**config.mk**
```make
export PLATFORM = sky130hd
export DESIGN_NAME = core_top
export DESIGN_NICKNAME = d
export VERILOG_FILES = /design/src/core_pkg.sv /design/src/fetch_stage.sv /design/src/decode_stage.sv /design/src/reg_file.sv /design/src/execute_stage.sv /design/src/memory_stage.sv /design/src/core_top.sv
export SDC_FILE = /design/constraint.sdc
export NUM_CORES = 2
export LEC_CHECK = 0
export CAP_MARGIN = 20
export CORE_MARGIN = 8
export CORE_UTILIZATION = 25
export DETAILED_ROUTE_END_ITERATION = 10
export DONT_BUFFER_PORTS = 1
export PLACE_DENSITY = 0.45
export SYNTH_ARGS = -nofsm -noshare
export SYNTH_HDL_FRONTEND = slang
export SYNTH_SLANG_ARGS = --single-unit
```
**constraint.sdc**
```tcl
create_clock -name clk_i -period 29.1 [get_ports clk_i]
set_clock_uncertainty 0.15 [all_clocks]
set_input_delay 4.365 -clock clk_i [delete_from_list [all_inputs] [get_ports clk_i]]
set_output_delay 4.365 -clock clk_i [all_outputs]
set_load 0.01 [all_outputs]
```
**src/core_pkg.sv**
```systemverilog
`default_nettype none

package core_pkg;

  typedef logic [31:0] addr_t;
  typedef logic [31:0] data_t;
  typedef logic [31:0] inst_t;
  typedef logic [4:0]  reg_addr_t;

  typedef enum logic [3:0] {
    ALU_ADD,
    ALU_SUB,
    ALU_AND,
    ALU_OR,
    ALU_XOR,
    ALU_SLT,
    ALU_SLL,
    ALU_SRL,
    ALU_LUI
  } alu_op_e;

  // Any other primary opcode decodes as a no-op
  typedef enum logic [5:0] {
    OP_SPECIAL = 6'h00,
    OP_BEQ     = 6'h04,
    OP_BNE     = 6'h05,
    OP_ADDIU   = 6'h09,
    OP_ANDI    = 6'h0c,
    OP_ORI     = 6'h0d,
    OP_LUI     = 6'h0f,
    OP_LW      = 6'h23,
    OP_SW      = 6'h2b
  } opcode_e;

  typedef enum logic [5:0] {
    FN_SLL  = 6'h00,
    FN_SRL  = 6'h02,
    FN_ADDU = 6'h21,
    FN_SUBU = 6'h23,
    FN_AND  = 6'h24,
    FN_OR   = 6'h25,
    FN_XOR  = 6'h26,
    FN_SLT  = 6'h2a
  } funct_e;

  typedef struct packed {
    alu_op_e   alu_op;
    data_t     operand_a;
    data_t     operand_b;
    logic [4:0] shamt;
    logic      mem_read;
    logic      mem_write;
    data_t     store_data;
    logic      reg_write_en;
    reg_addr_t reg_write_addr;
    addr_t     pc;
  } id_ex_t;

  typedef struct packed {
    data_t     result;
    logic      mem_read;
    logic      mem_write;
    data_t     store_data;
    logic      reg_write_en;
    reg_addr_t reg_write_addr;
    addr_t     pc;
  } ex_mem_t;

  typedef struct packed {
    logic      reg_write_en;
    reg_addr_t reg_write_addr;
    data_t     data;
    addr_t     pc;
  } wb_t;

  // is_load marks data that is not ready yet
  typedef struct packed {
    logic      reg_write_en;
    reg_addr_t reg_write_addr;
    data_t     data;
    logic      is_load;
  } fwd_t;

endpackage

`default_nettype wire

```
**src/fetch_stage.sv**
```systemverilog
`timescale 1ns/100ps
`default_nettype none

module fetch_stage #(
  parameter core_pkg::addr_t RESET_PC = '0
) (
  input  wire              clk_i,
  input  wire              reset_i,
  input  wire              stall_i,
  input  wire              hold_i,
  input  wire              branch_taken_i,
  input  core_pkg::addr_t  branch_target_i,
  output logic             rom_en_o,
  output core_pkg::addr_t  rom_addr_o,
  input  core_pkg::inst_t  rom_data_i,
  output core_pkg::addr_t  if_pc_o,
  output core_pkg::inst_t  if_inst_o,
  output logic             if_valid_o
);

  import core_pkg::*;

  logic  fetch_en_q;
  addr_t pc_q;
  addr_t if_pc_q;
  inst_t if_inst_q;
  logic  if_valid_q;
  logic  advance;

  // Decode or the outside world may freeze the front end
  assign advance = fetch_en_q & ~stall_i & ~hold_i;

  always_ff @(posedge clk_i) begin
    if (reset_i) begin
      fetch_en_q <= 1'b0;
      pc_q       <= RESET_PC;
    end else begin
      fetch_en_q <= 1'b1;
      if (advance) begin
        // The delay slot is already on the ROM when a branch resolves
        pc_q <= branch_taken_i ? branch_target_i : pc_q + 32'd4;
      end
    end
  end

  always_ff @(posedge clk_i) begin
    if (reset_i) begin
      if_valid_q <= 1'b0;
    end else if (!stall_i && !hold_i) begin
      if_valid_q <= fetch_en_q;
      if_pc_q    <= pc_q;
      if_inst_q  <= rom_data_i;
    end
  end

  assign rom_en_o   = fetch_en_q;
  assign rom_addr_o = pc_q;
  assign if_pc_o    = if_pc_q;
  assign if_inst_o  = if_inst_q;
  assign if_valid_o = if_valid_q;

endmodule

`default_nettype wire

```
**src/decode_stage.sv**
```systemverilog
`timescale 1ns/100ps
`default_nettype none

module decode_stage (
  input  wire                  clk_i,
  input  wire                  reset_i,
  input  wire                  stall_i,
  input  core_pkg::addr_t      if_pc_i,
  input  core_pkg::inst_t      if_inst_i,
  input  wire                  if_valid_i,
  output core_pkg::reg_addr_t  rs_addr_o,
  output core_pkg::reg_addr_t  rt_addr_o,
  input  core_pkg::data_t      rs_data_i,
  input  core_pkg::data_t      rt_data_i,
  input  wire                  load_hazard_i,
  output logic                 hold_o,
  output logic                 branch_taken_o,
  output core_pkg::addr_t      branch_target_o,
  output core_pkg::id_ex_t     id_ex_o
);

  import core_pkg::*;

  opcode_e   opcode;
  funct_e    funct;
  reg_addr_t rs;
  reg_addr_t rt;
  reg_addr_t rd;
  logic [4:0] shamt;
  data_t     imm_sext;
  data_t     imm_zext;
  logic      uses_rt;
  logic      operands_equal;
  logic      branch_cond;
  id_ex_t    id_ex_d;
  id_ex_t    id_ex_q;

  assign opcode   = opcode_e'(if_inst_i[31:26]);
  assign funct    = funct_e'(if_inst_i[5:0]);
  assign rs       = if_inst_i[25:21];
  assign rt       = if_inst_i[20:16];
  assign rd       = if_inst_i[15:11];
  assign shamt    = if_inst_i[10:6];
  assign imm_sext = {{16{if_inst_i[15]}}, if_inst_i[15:0]};
  assign imm_zext = {16'h0000, if_inst_i[15:0]};

  // rt is only a source for R-type, stores and branches
  assign uses_rt = (opcode == OP_SPECIAL) || (opcode == OP_SW) ||
                   (opcode == OP_BEQ) || (opcode == OP_BNE);

  assign rs_addr_o = rs;
  assign rt_addr_o = uses_rt ? rt : '0;

  assign hold_o = if_valid_i & load_hazard_i;

  // Branches compare forwarded operands
  assign operands_equal  = (rs_data_i == rt_data_i);
  assign branch_cond     = ((opcode == OP_BEQ) && operands_equal) ||
                           ((opcode == OP_BNE) && !operands_equal);
  assign branch_taken_o  = if_valid_i & branch_cond & ~load_hazard_i;
  assign branch_target_o = if_pc_i + 32'd4 + {imm_sext[29:0], 2'b00};

  always_comb begin
    id_ex_d            = '0;
    id_ex_d.pc         = if_pc_i;
    id_ex_d.operand_a  = rs_data_i;
    id_ex_d.operand_b  = rt_data_i;
    id_ex_d.shamt      = shamt;
    id_ex_d.store_data = rt_data_i;
    case (opcode)
      OP_SPECIAL: begin
        id_ex_d.reg_write_en   = 1'b1;
        id_ex_d.reg_write_addr = rd;
        case (funct)
          FN_ADDU: id_ex_d.alu_op = ALU_ADD;
          FN_SUBU: id_ex_d.alu_op = ALU_SUB;
          FN_AND:  id_ex_d.alu_op = ALU_AND;
          FN_OR:   id_ex_d.alu_op = ALU_OR;
          FN_XOR:  id_ex_d.alu_op = ALU_XOR;
          FN_SLT:  id_ex_d.alu_op = ALU_SLT;
          FN_SLL:  id_ex_d.alu_op = ALU_SLL;
          FN_SRL:  id_ex_d.alu_op = ALU_SRL;
          default: id_ex_d.reg_write_en = 1'b0;
        endcase
      end
      OP_ADDIU, OP_ANDI, OP_ORI, OP_LUI, OP_LW: begin
        id_ex_d.reg_write_en   = 1'b1;
        id_ex_d.reg_write_addr = rt;
        id_ex_d.operand_b      = imm_sext;
        id_ex_d.mem_read       = (opcode == OP_LW);
        if (opcode == OP_ANDI) begin
          id_ex_d.alu_op    = ALU_AND;
          id_ex_d.operand_b = imm_zext;
        end else if (opcode == OP_ORI) begin
          id_ex_d.alu_op    = ALU_OR;
          id_ex_d.operand_b = imm_zext;
        end else if (opcode == OP_LUI) begin
          id_ex_d.alu_op    = ALU_LUI;
          id_ex_d.operand_b = imm_zext;
        end
      end
      OP_SW: begin
        id_ex_d.operand_b = imm_sext;
        id_ex_d.mem_write = 1'b1;
      end
      default: ;
    endcase
    // $zero is never written
    if (id_ex_d.reg_write_addr == '0) begin
      id_ex_d.reg_write_en = 1'b0;
    end
    // Empty slot or load-use bubble
    if (!if_valid_i || hold_o) begin
      id_ex_d.reg_write_en = 1'b0;
      id_ex_d.mem_read     = 1'b0;
      id_ex_d.mem_write    = 1'b0;
    end
  end

  always_ff @(posedge clk_i) begin
    if (reset_i) begin
      id_ex_q.reg_write_en <= 1'b0;
      id_ex_q.mem_read     <= 1'b0;
      id_ex_q.mem_write    <= 1'b0;
    end else if (!stall_i) begin
      id_ex_q <= id_ex_d;
    end
  end

  assign id_ex_o = id_ex_q;

  // A branch waiting on a load must not redirect fetch until its operands arrive
  a_no_branch_on_hold: assert property (
    @(posedge clk_i) disable iff (reset_i) hold_o |-> !branch_taken_o
  );

endmodule

`default_nettype wire

```
**src/reg_file.sv**
```systemverilog
`timescale 1ns/100ps
`default_nettype none

module reg_file (
  input  wire                  clk_i,
  input  wire                  reset_i,
  input  core_pkg::reg_addr_t  rs_addr_i,
  input  core_pkg::reg_addr_t  rt_addr_i,
  input  core_pkg::fwd_t       ex_fwd_i,
  input  core_pkg::fwd_t       mem_fwd_i,
  input  core_pkg::wb_t        wb_i,
  output core_pkg::data_t      rs_data_o,
  output core_pkg::data_t      rt_data_o,
  output logic                 load_hazard_o
);

  import core_pkg::*;

  data_t regs [0:31];

  // Youngest producer wins
  function automatic data_t read_port(input reg_addr_t addr, input data_t stored,
                                      input fwd_t ex_src, input fwd_t mem_src,
                                      input wb_t wb_src);
    data_t value;
    if (addr == '0) begin
      value = '0;
    end else if (ex_src.reg_write_en && ex_src.reg_write_addr == addr) begin
      value = ex_src.data;
    end else if (mem_src.reg_write_en && mem_src.reg_write_addr == addr) begin
      value = mem_src.data;
    end else if (wb_src.reg_write_en && wb_src.reg_write_addr == addr) begin
      value = wb_src.data;
    end else begin
      value = stored;
    end
    return value;
  endfunction

  always_ff @(posedge clk_i) begin
    if (!reset_i && wb_i.reg_write_en) begin
      regs[wb_i.reg_write_addr] <= wb_i.data;
    end
  end

  assign rs_data_o = read_port(rs_addr_i, regs[rs_addr_i], ex_fwd_i, mem_fwd_i, wb_i);
  assign rt_data_o = read_port(rt_addr_i, regs[rt_addr_i], ex_fwd_i, mem_fwd_i, wb_i);

  // Load data only exists one stage later
  assign load_hazard_o = ex_fwd_i.is_load && ex_fwd_i.reg_write_en &&
                         (((rs_addr_i != '0) && (rs_addr_i == ex_fwd_i.reg_write_addr)) ||
                          ((rt_addr_i != '0) && (rt_addr_i == ex_fwd_i.reg_write_addr)));

  // Decode drops writes to $zero before they reach writeback
  a_no_zero_write: assert property (
    @(posedge clk_i) disable iff (reset_i) wb_i.reg_write_en |-> wb_i.reg_write_addr != '0
  );

endmodule

`default_nettype wire

```
**src/execute_stage.sv**
```systemverilog
`timescale 1ns/100ps
`default_nettype none

module execute_stage (
  input  wire                clk_i,
  input  wire                reset_i,
  input  wire                stall_i,
  input  core_pkg::id_ex_t   id_ex_i,
  output core_pkg::fwd_t     ex_fwd_o,
  output core_pkg::ex_mem_t  ex_mem_o
);

  import core_pkg::*;

  data_t   alu_result;
  ex_mem_t ex_mem_q;

  // Shifts and lui work on operand_b
  always_comb begin
    case (id_ex_i.alu_op)
      ALU_ADD: alu_result = id_ex_i.operand_a + id_ex_i.operand_b;
      ALU_SUB: alu_result = id_ex_i.operand_a - id_ex_i.operand_b;
      ALU_AND: alu_result = id_ex_i.operand_a & id_ex_i.operand_b;
      ALU_OR:  alu_result = id_ex_i.operand_a | id_ex_i.operand_b;
      ALU_XOR: alu_result = id_ex_i.operand_a ^ id_ex_i.operand_b;
      ALU_SLT: begin
        alu_result = {31'b0, $signed(id_ex_i.operand_a) < $signed(id_ex_i.operand_b)};
      end
      ALU_SLL: alu_result = id_ex_i.operand_b << id_ex_i.shamt;
      ALU_SRL: alu_result = id_ex_i.operand_b >> id_ex_i.shamt;
      ALU_LUI: alu_result = {id_ex_i.operand_b[15:0], 16'h0000};
      default: alu_result = '0;
    endcase
  end

  // For a load the result is only the address
  assign ex_fwd_o.reg_write_en   = id_ex_i.reg_write_en;
  assign ex_fwd_o.reg_write_addr = id_ex_i.reg_write_addr;
  assign ex_fwd_o.data           = alu_result;
  assign ex_fwd_o.is_load        = id_ex_i.mem_read;

  always_ff @(posedge clk_i) begin
    if (reset_i) begin
      ex_mem_q.reg_write_en <= 1'b0;
      ex_mem_q.mem_read     <= 1'b0;
      ex_mem_q.mem_write    <= 1'b0;
    end else if (!stall_i) begin
      ex_mem_q.result         <= alu_result;
      ex_mem_q.mem_read       <= id_ex_i.mem_read;
      ex_mem_q.mem_write      <= id_ex_i.mem_write;
      ex_mem_q.store_data     <= id_ex_i.store_data;
      ex_mem_q.reg_write_en   <= id_ex_i.reg_write_en;
      ex_mem_q.reg_write_addr <= id_ex_i.reg_write_addr;
      ex_mem_q.pc             <= id_ex_i.pc;
    end
  end

  assign ex_mem_o = ex_mem_q;

  a_one_mem_op: assert property (
    @(posedge clk_i) disable iff (reset_i) !(id_ex_i.mem_read && id_ex_i.mem_write)
  );

endmodule

`default_nettype wire

```
**src/memory_stage.sv**
```systemverilog
`timescale 1ns/100ps
`default_nettype none

module memory_stage (
  input  wire                clk_i,
  input  wire                reset_i,
  input  wire                stall_i,
  input  core_pkg::ex_mem_t  ex_mem_i,
  output logic               ram_en_o,
  output logic               ram_we_o,
  output core_pkg::addr_t    ram_addr_o,
  output core_pkg::data_t    ram_wdata_o,
  input  core_pkg::data_t    ram_rdata_i,
  output core_pkg::fwd_t     mem_fwd_o,
  output core_pkg::wb_t      wb_o
);

  import core_pkg::*;

  data_t stage_data;
  wb_t   wb_q;

  // Word access only
  assign ram_en_o    = ex_mem_i.mem_read | ex_mem_i.mem_write;
  assign ram_we_o    = ex_mem_i.mem_write & ~stall_i;
  assign ram_addr_o  = ex_mem_i.result;
  assign ram_wdata_o = ex_mem_i.store_data;

  assign stage_data = ex_mem_i.mem_read ? ram_rdata_i : ex_mem_i.result;

  assign mem_fwd_o.reg_write_en   = ex_mem_i.reg_write_en;
  assign mem_fwd_o.reg_write_addr = ex_mem_i.reg_write_addr;
  assign mem_fwd_o.data           = stage_data;
  assign mem_fwd_o.is_load        = 1'b0;

  always_ff @(posedge clk_i) begin
    if (reset_i) begin
      wb_q.reg_write_en <= 1'b0;
    end else if (!stall_i) begin
      wb_q.reg_write_en   <= ex_mem_i.reg_write_en;
      wb_q.reg_write_addr <= ex_mem_i.reg_write_addr;
      wb_q.data           <= stage_data;
      wb_q.pc             <= ex_mem_i.pc;
    end
  end

  // A held MEM/WB entry retires once, after the stall ends
  assign wb_o.reg_write_en   = wb_q.reg_write_en & ~stall_i;
  assign wb_o.reg_write_addr = wb_q.reg_write_addr;
  assign wb_o.data           = wb_q.data;
  assign wb_o.pc             = wb_q.pc;

  // A store held across a stall commits exactly once
  a_no_write_in_stall: assert property (
    @(posedge clk_i) disable iff (reset_i) stall_i |-> !ram_we_o
  );

endmodule

`default_nettype wire

```
**src/core_top.sv**
```systemverilog
`timescale 1ns/100ps
`default_nettype none

module core_top #(
  parameter core_pkg::addr_t RESET_PC = '0
) (
  input  wire                        clk_i,
  input  wire                        reset_i,
  input  wire                        stall_i,
  // ROM port
  output logic                       rom_en_o,
  output core_pkg::addr_t            rom_addr_o,
  input  core_pkg::inst_t            rom_data_i,
  // RAM port
  output logic                       ram_en_o,
  output logic                       ram_we_o,
  output core_pkg::addr_t            ram_addr_o,
  output core_pkg::data_t            ram_wdata_o,
  input  core_pkg::data_t            ram_rdata_i,
  // Debug writeback
  output logic                       debug_wb_en_o,
  output core_pkg::reg_addr_t        debug_wb_addr_o,
  output core_pkg::data_t            debug_wb_data_o,
  output core_pkg::addr_t            debug_pc_o
);

  import core_pkg::*;

  addr_t     if_pc;
  inst_t     if_inst;
  logic      if_valid;
  logic      hold;
  logic      branch_taken;
  addr_t     branch_target;
  reg_addr_t rs_addr;
  reg_addr_t rt_addr;
  data_t     rs_data;
  data_t     rt_data;
  logic      load_hazard;
  id_ex_t    id_ex;
  ex_mem_t   ex_mem;
  fwd_t      ex_fwd;
  fwd_t      mem_fwd;
  wb_t       wb;

  fetch_stage #(
    .RESET_PC (RESET_PC)
  ) u_fetch (
    .clk_i           (clk_i),
    .reset_i         (reset_i),
    .stall_i         (stall_i),
    .hold_i          (hold),
    .branch_taken_i  (branch_taken),
    .branch_target_i (branch_target),
    .rom_en_o        (rom_en_o),
    .rom_addr_o      (rom_addr_o),
    .rom_data_i      (rom_data_i),
    .if_pc_o         (if_pc),
    .if_inst_o       (if_inst),
    .if_valid_o      (if_valid)
  );

  decode_stage u_decode (
    .clk_i           (clk_i),
    .reset_i         (reset_i),
    .stall_i         (stall_i),
    .if_pc_i         (if_pc),
    .if_inst_i       (if_inst),
    .if_valid_i      (if_valid),
    .rs_addr_o       (rs_addr),
    .rt_addr_o       (rt_addr),
    .rs_data_i       (rs_data),
    .rt_data_i       (rt_data),
    .load_hazard_i   (load_hazard),
    .hold_o          (hold),
    .branch_taken_o  (branch_taken),
    .branch_target_o (branch_target),
    .id_ex_o         (id_ex)
  );

  reg_file u_reg_file (
    .clk_i         (clk_i),
    .reset_i       (reset_i),
    .rs_addr_i     (rs_addr),
    .rt_addr_i     (rt_addr),
    .ex_fwd_i      (ex_fwd),
    .mem_fwd_i     (mem_fwd),
    .wb_i          (wb),
    .rs_data_o     (rs_data),
    .rt_data_o     (rt_data),
    .load_hazard_o (load_hazard)
  );

  execute_stage u_execute (
    .clk_i    (clk_i),
    .reset_i  (reset_i),
    .stall_i  (stall_i),
    .id_ex_i  (id_ex),
    .ex_fwd_o (ex_fwd),
    .ex_mem_o (ex_mem)
  );

  memory_stage u_memory (
    .clk_i       (clk_i),
    .reset_i     (reset_i),
    .stall_i     (stall_i),
    .ex_mem_i    (ex_mem),
    .ram_en_o    (ram_en_o),
    .ram_we_o    (ram_we_o),
    .ram_addr_o  (ram_addr_o),
    .ram_wdata_o (ram_wdata_o),
    .ram_rdata_i (ram_rdata_i),
    .mem_fwd_o   (mem_fwd),
    .wb_o        (wb)
  );

  assign debug_wb_en_o   = wb.reg_write_en;
  assign debug_wb_addr_o = wb.reg_write_addr;
  assign debug_wb_data_o = wb.data;
  assign debug_pc_o      = wb.pc;

endmodule

`default_nettype wire

```
==> results.json <==
{
  "clock_sinks": 1446,
  "rsz0062_at_grt": "no",
  "cp-start-kind": "primary input",
  "area_growth_pct": 12.8,
  "io_pins": 236,
  "synthArstFlopShare_pct": 0,
  "root_buffer": "clkbuf_16",
  "cts_buffer_depth": 4,
  "critPathMaxStageDelay_ns": 0.32,
  "drt-total-wl_um": 346000,
  "core_area_um2": 311000,
  "ant_nets": 0,
  "syn-num-nets": 6145,
  "numCtsBuffers": 175,
  "first_pass_iters": 6,
  "die-area_um2": 330000,
  "r2r-start": "u_fetch.if_inst_o[27]",
  "row_count": 205,
  "p_per_area_nw_per_um2": 57.3,
  "drc_errors": 0,
  "synth-adder-area-share_pct": 2.56,
  "yosys.area_share.simple_pct": 8.31,
  "antenna_found_initial": 41,
  "crit_path_top_delay_cell": "inv_1",
  "design_area_um2": 87900,
  "wl_per_cell_um": 34.4,
  "ys_warn_count": 0,
  "placed_cells": 9723,
  "peakVddDrop_v": 0.0000384,
  "clk_pin_slew_ns": 0.06,
  "synth-edff-count": 1400,
  "relSlewSlack_pct": 16.3,
  "setup_ws_ns": 19.68,
  "min_path_cells": 0,
  "regArea_um2": 43000,
  "dieWidth_um": 574,
  "maxSlewViolCount": 0,
  "io_buffers": 0,
  "hold_slack_ns": 0.235,
  "pwr-share-comb_pct": 11.1,
  "synth_area_um2": 77900,
  "holdBufCountCts": 0,
  "fmax_mhz": 106,
  "synth.area.mux_share_pct": 17.0,
  "worst-path-stages": 2,
  "synth_compound_area_share_pct": 11.4,
  "ys_seq_elements": 1446,
  "place_area_um2": 82500,
  "htreeDepth": 4,
  "worstSkewPairLatency_ns": 0.88,
  "cp_data_arrival_time_ns": 4.91,
  "drt_iter0_markers": 7085,
  "ys_seq_area_share_pct": 55.1,
  "critPathTopFamily": "buffers and inverters",
  "r2r_cells": 22,
  "post-route-period-util_pct": 32.4,
  "cap_violations": 0,
  "rr_endpoint": "u_fetch.rom_addr_o[21]",
  "seq_power_share_pct": 46.7,
  "nets": 5984,
  "worstPathRequired_ns": 24.58,
  "drive_gt1_share_pct": 18.5,
  "final_cell_mix": "1400 x edfxtp_1, 512 x nand2_1, 409 x mux4_2, 299 x nor2_1, 299 x mux2i_1",
  "crit_buf_inv": 1,
  "finalHoldViolCount": 0,
  "gp_congestion": 0.948,
  "avgSynthCellArea_um2": 13.2,
  "crit_start": "stall_i",
  "dp_hpwl_um": 229000,
  "fin_crit_ns": 9.42,
  "path_cells": "nand2b_1, inv_1",
  "grt_overflow": 0,
  "grt_usage_pct": 20.0,
  "worst_slew_pin_slew_ns": 1.25,
  "switching_power_uw": 1320,
  "r2r_slack_ns": 19.87,
  "multi_input_area_um2": 31700,
  "die_y_um": 574,
  "clockPowerShare_pct": 42.3,
  "cellInternalPower_uw": 3720,
  "grt_pass1_vias": 54200,
  "grt_pass1_wl_um": 468000,
  "critPathCaptureType": "output pin",
  "grt_max_degree": 88,
  "p_leak_uw": 0.0287,
  "synthXorXnorAreaFrac_pct": 0.967,
  "synth_cell_types": 101,
  "synth_top_family_by_area": "multiplexers",
  "ys.flop_type": "edfxtp_1",
  "hp-class": "flop to flop",
  "vias": 55900,
  "swShare_pct": 26.1,
  "cts_tree": "done",
  "post_cts_buffers": 0,
  "crit_path_end": "debug_wb_en_o",
  "final-setup-viol-count": 0,
  "synth_cells": 5921,
  "initial_utilization_pct": 25.0,
  "status": "finished, final reports clean",
  "via_per_inst": 5.57,
  "crit_type": "primary input to output pin",
  "post_cts_resized": 0,
  "layout.cells.non_filler": 10000,
  "dpl_worst_slack_ns": 19.45,
  "final_common_cell": "edfxtp_1",
  "n_fill_cell": 31500,
  "cp_max_fo": 13,
  "tns_ns": 0
}
[cells in the mapped netlist (131+ instances only)]
cell type,instances,area [um2]
a211oi_1,131,983
a21oi_1,236,1180
buf_4,153,1150
clkbuf_1,271,1020
edfxtp_1,1400,42000
ha_1,154,1930
inv_1,161,604
mux2i_1,299,2990
mux4_2,409,9210
nand2_1,517,1940
nor2_1,336,1260
o21ai_0,240,1200
[state kept, by name (all words and copies together), names as in the netlist, 32 cells and up, named ones only]
register,count
u_decode.id_ex_o,145
u_execute.ex_mem_o,104
u_fetch.if_inst_o,32
u_fetch.if_pc_o,32
u_fetch.rom_addr_o,32
u_memory.wb_o,69
u_reg_file.regs,1024
[through the flow]
step                      total power [uW]  util [%]
final                                 5040      28.2
after global routing                  5180      28.2
after CTS                             5080      28.2
after detailed placement              2950      26.5
after global placement                2950      26.5
after floorplan                       2730         -
[area by class of cell]
cell class | count | area share, %
Sequential cell | 1446 | 48.9
Multi-Input combinational cell | 3731 | 36.1
Tap cell | 4140 | 5.89
Clock buffer | 222 | 5.22
Timing Repair Buffer | 244 | 2.22
Clock inverter | 83 | 0.881
Inverter | 162 | 0.693
Antenna cell | 17 | 0.0484
[per-layer routing]
metal / track usage (%) / vias to the layer above / wire length (um)
li1: - / 23000 / -
met1: 25.9 / 29300 / 138000
met2: 32.3 / 2968 / 160000
met3: 4.02 / 662 / 29500
met4: 9.19 / 8 / 18200
met5: 0 / - / 51
[power by group through the flow]
stage,clock network [uW],logic [uW],registers (uW)
global route,2240,584,2350
finish,2130,558,2350
detailed placement,0,550,2400
CTS,2180,552,2350
global placement,0,551,2400
floorplan,0,349,2380
[how the worst min path moves through the flow]
stage / start / end
2_1_floorplan: u_decode.id_ex_o[0] / u_execute.ex_mem_o[0]
3_3_place_gp: u_decode.id_ex_o[29] / u_execute.ex_mem_o[29]
3_5_place_dp: u_decode.id_ex_o[46] / u_execute.ex_mem_o[46]
4_1_cts: u_execute.ex_mem_o[30] / u_memory.wb_o[30]
5_1_grt: u_execute.ex_mem_o[31] / u_memory.wb_o[31]
6_report: u_execute.ex_mem_o[30] / u_memory.wb_o[30]
[logic make-up (layout without fill, tap and decap cells)]
family | count (synthesis) | in the layout
flip-flops | 1446 | 1446
multiplexers | 803 | 803
other | 0 | 17
adder cells (fa/ha/maj) | 158 | 158
AO/OA/AOI/OAI | 1291 | 1291
buffers and inverters | 744 | 711
AND/OR/NAND/NOR | 1393 | 1393
XOR/XNOR | 86 | 86
Power figures use the tool's default switching activity.
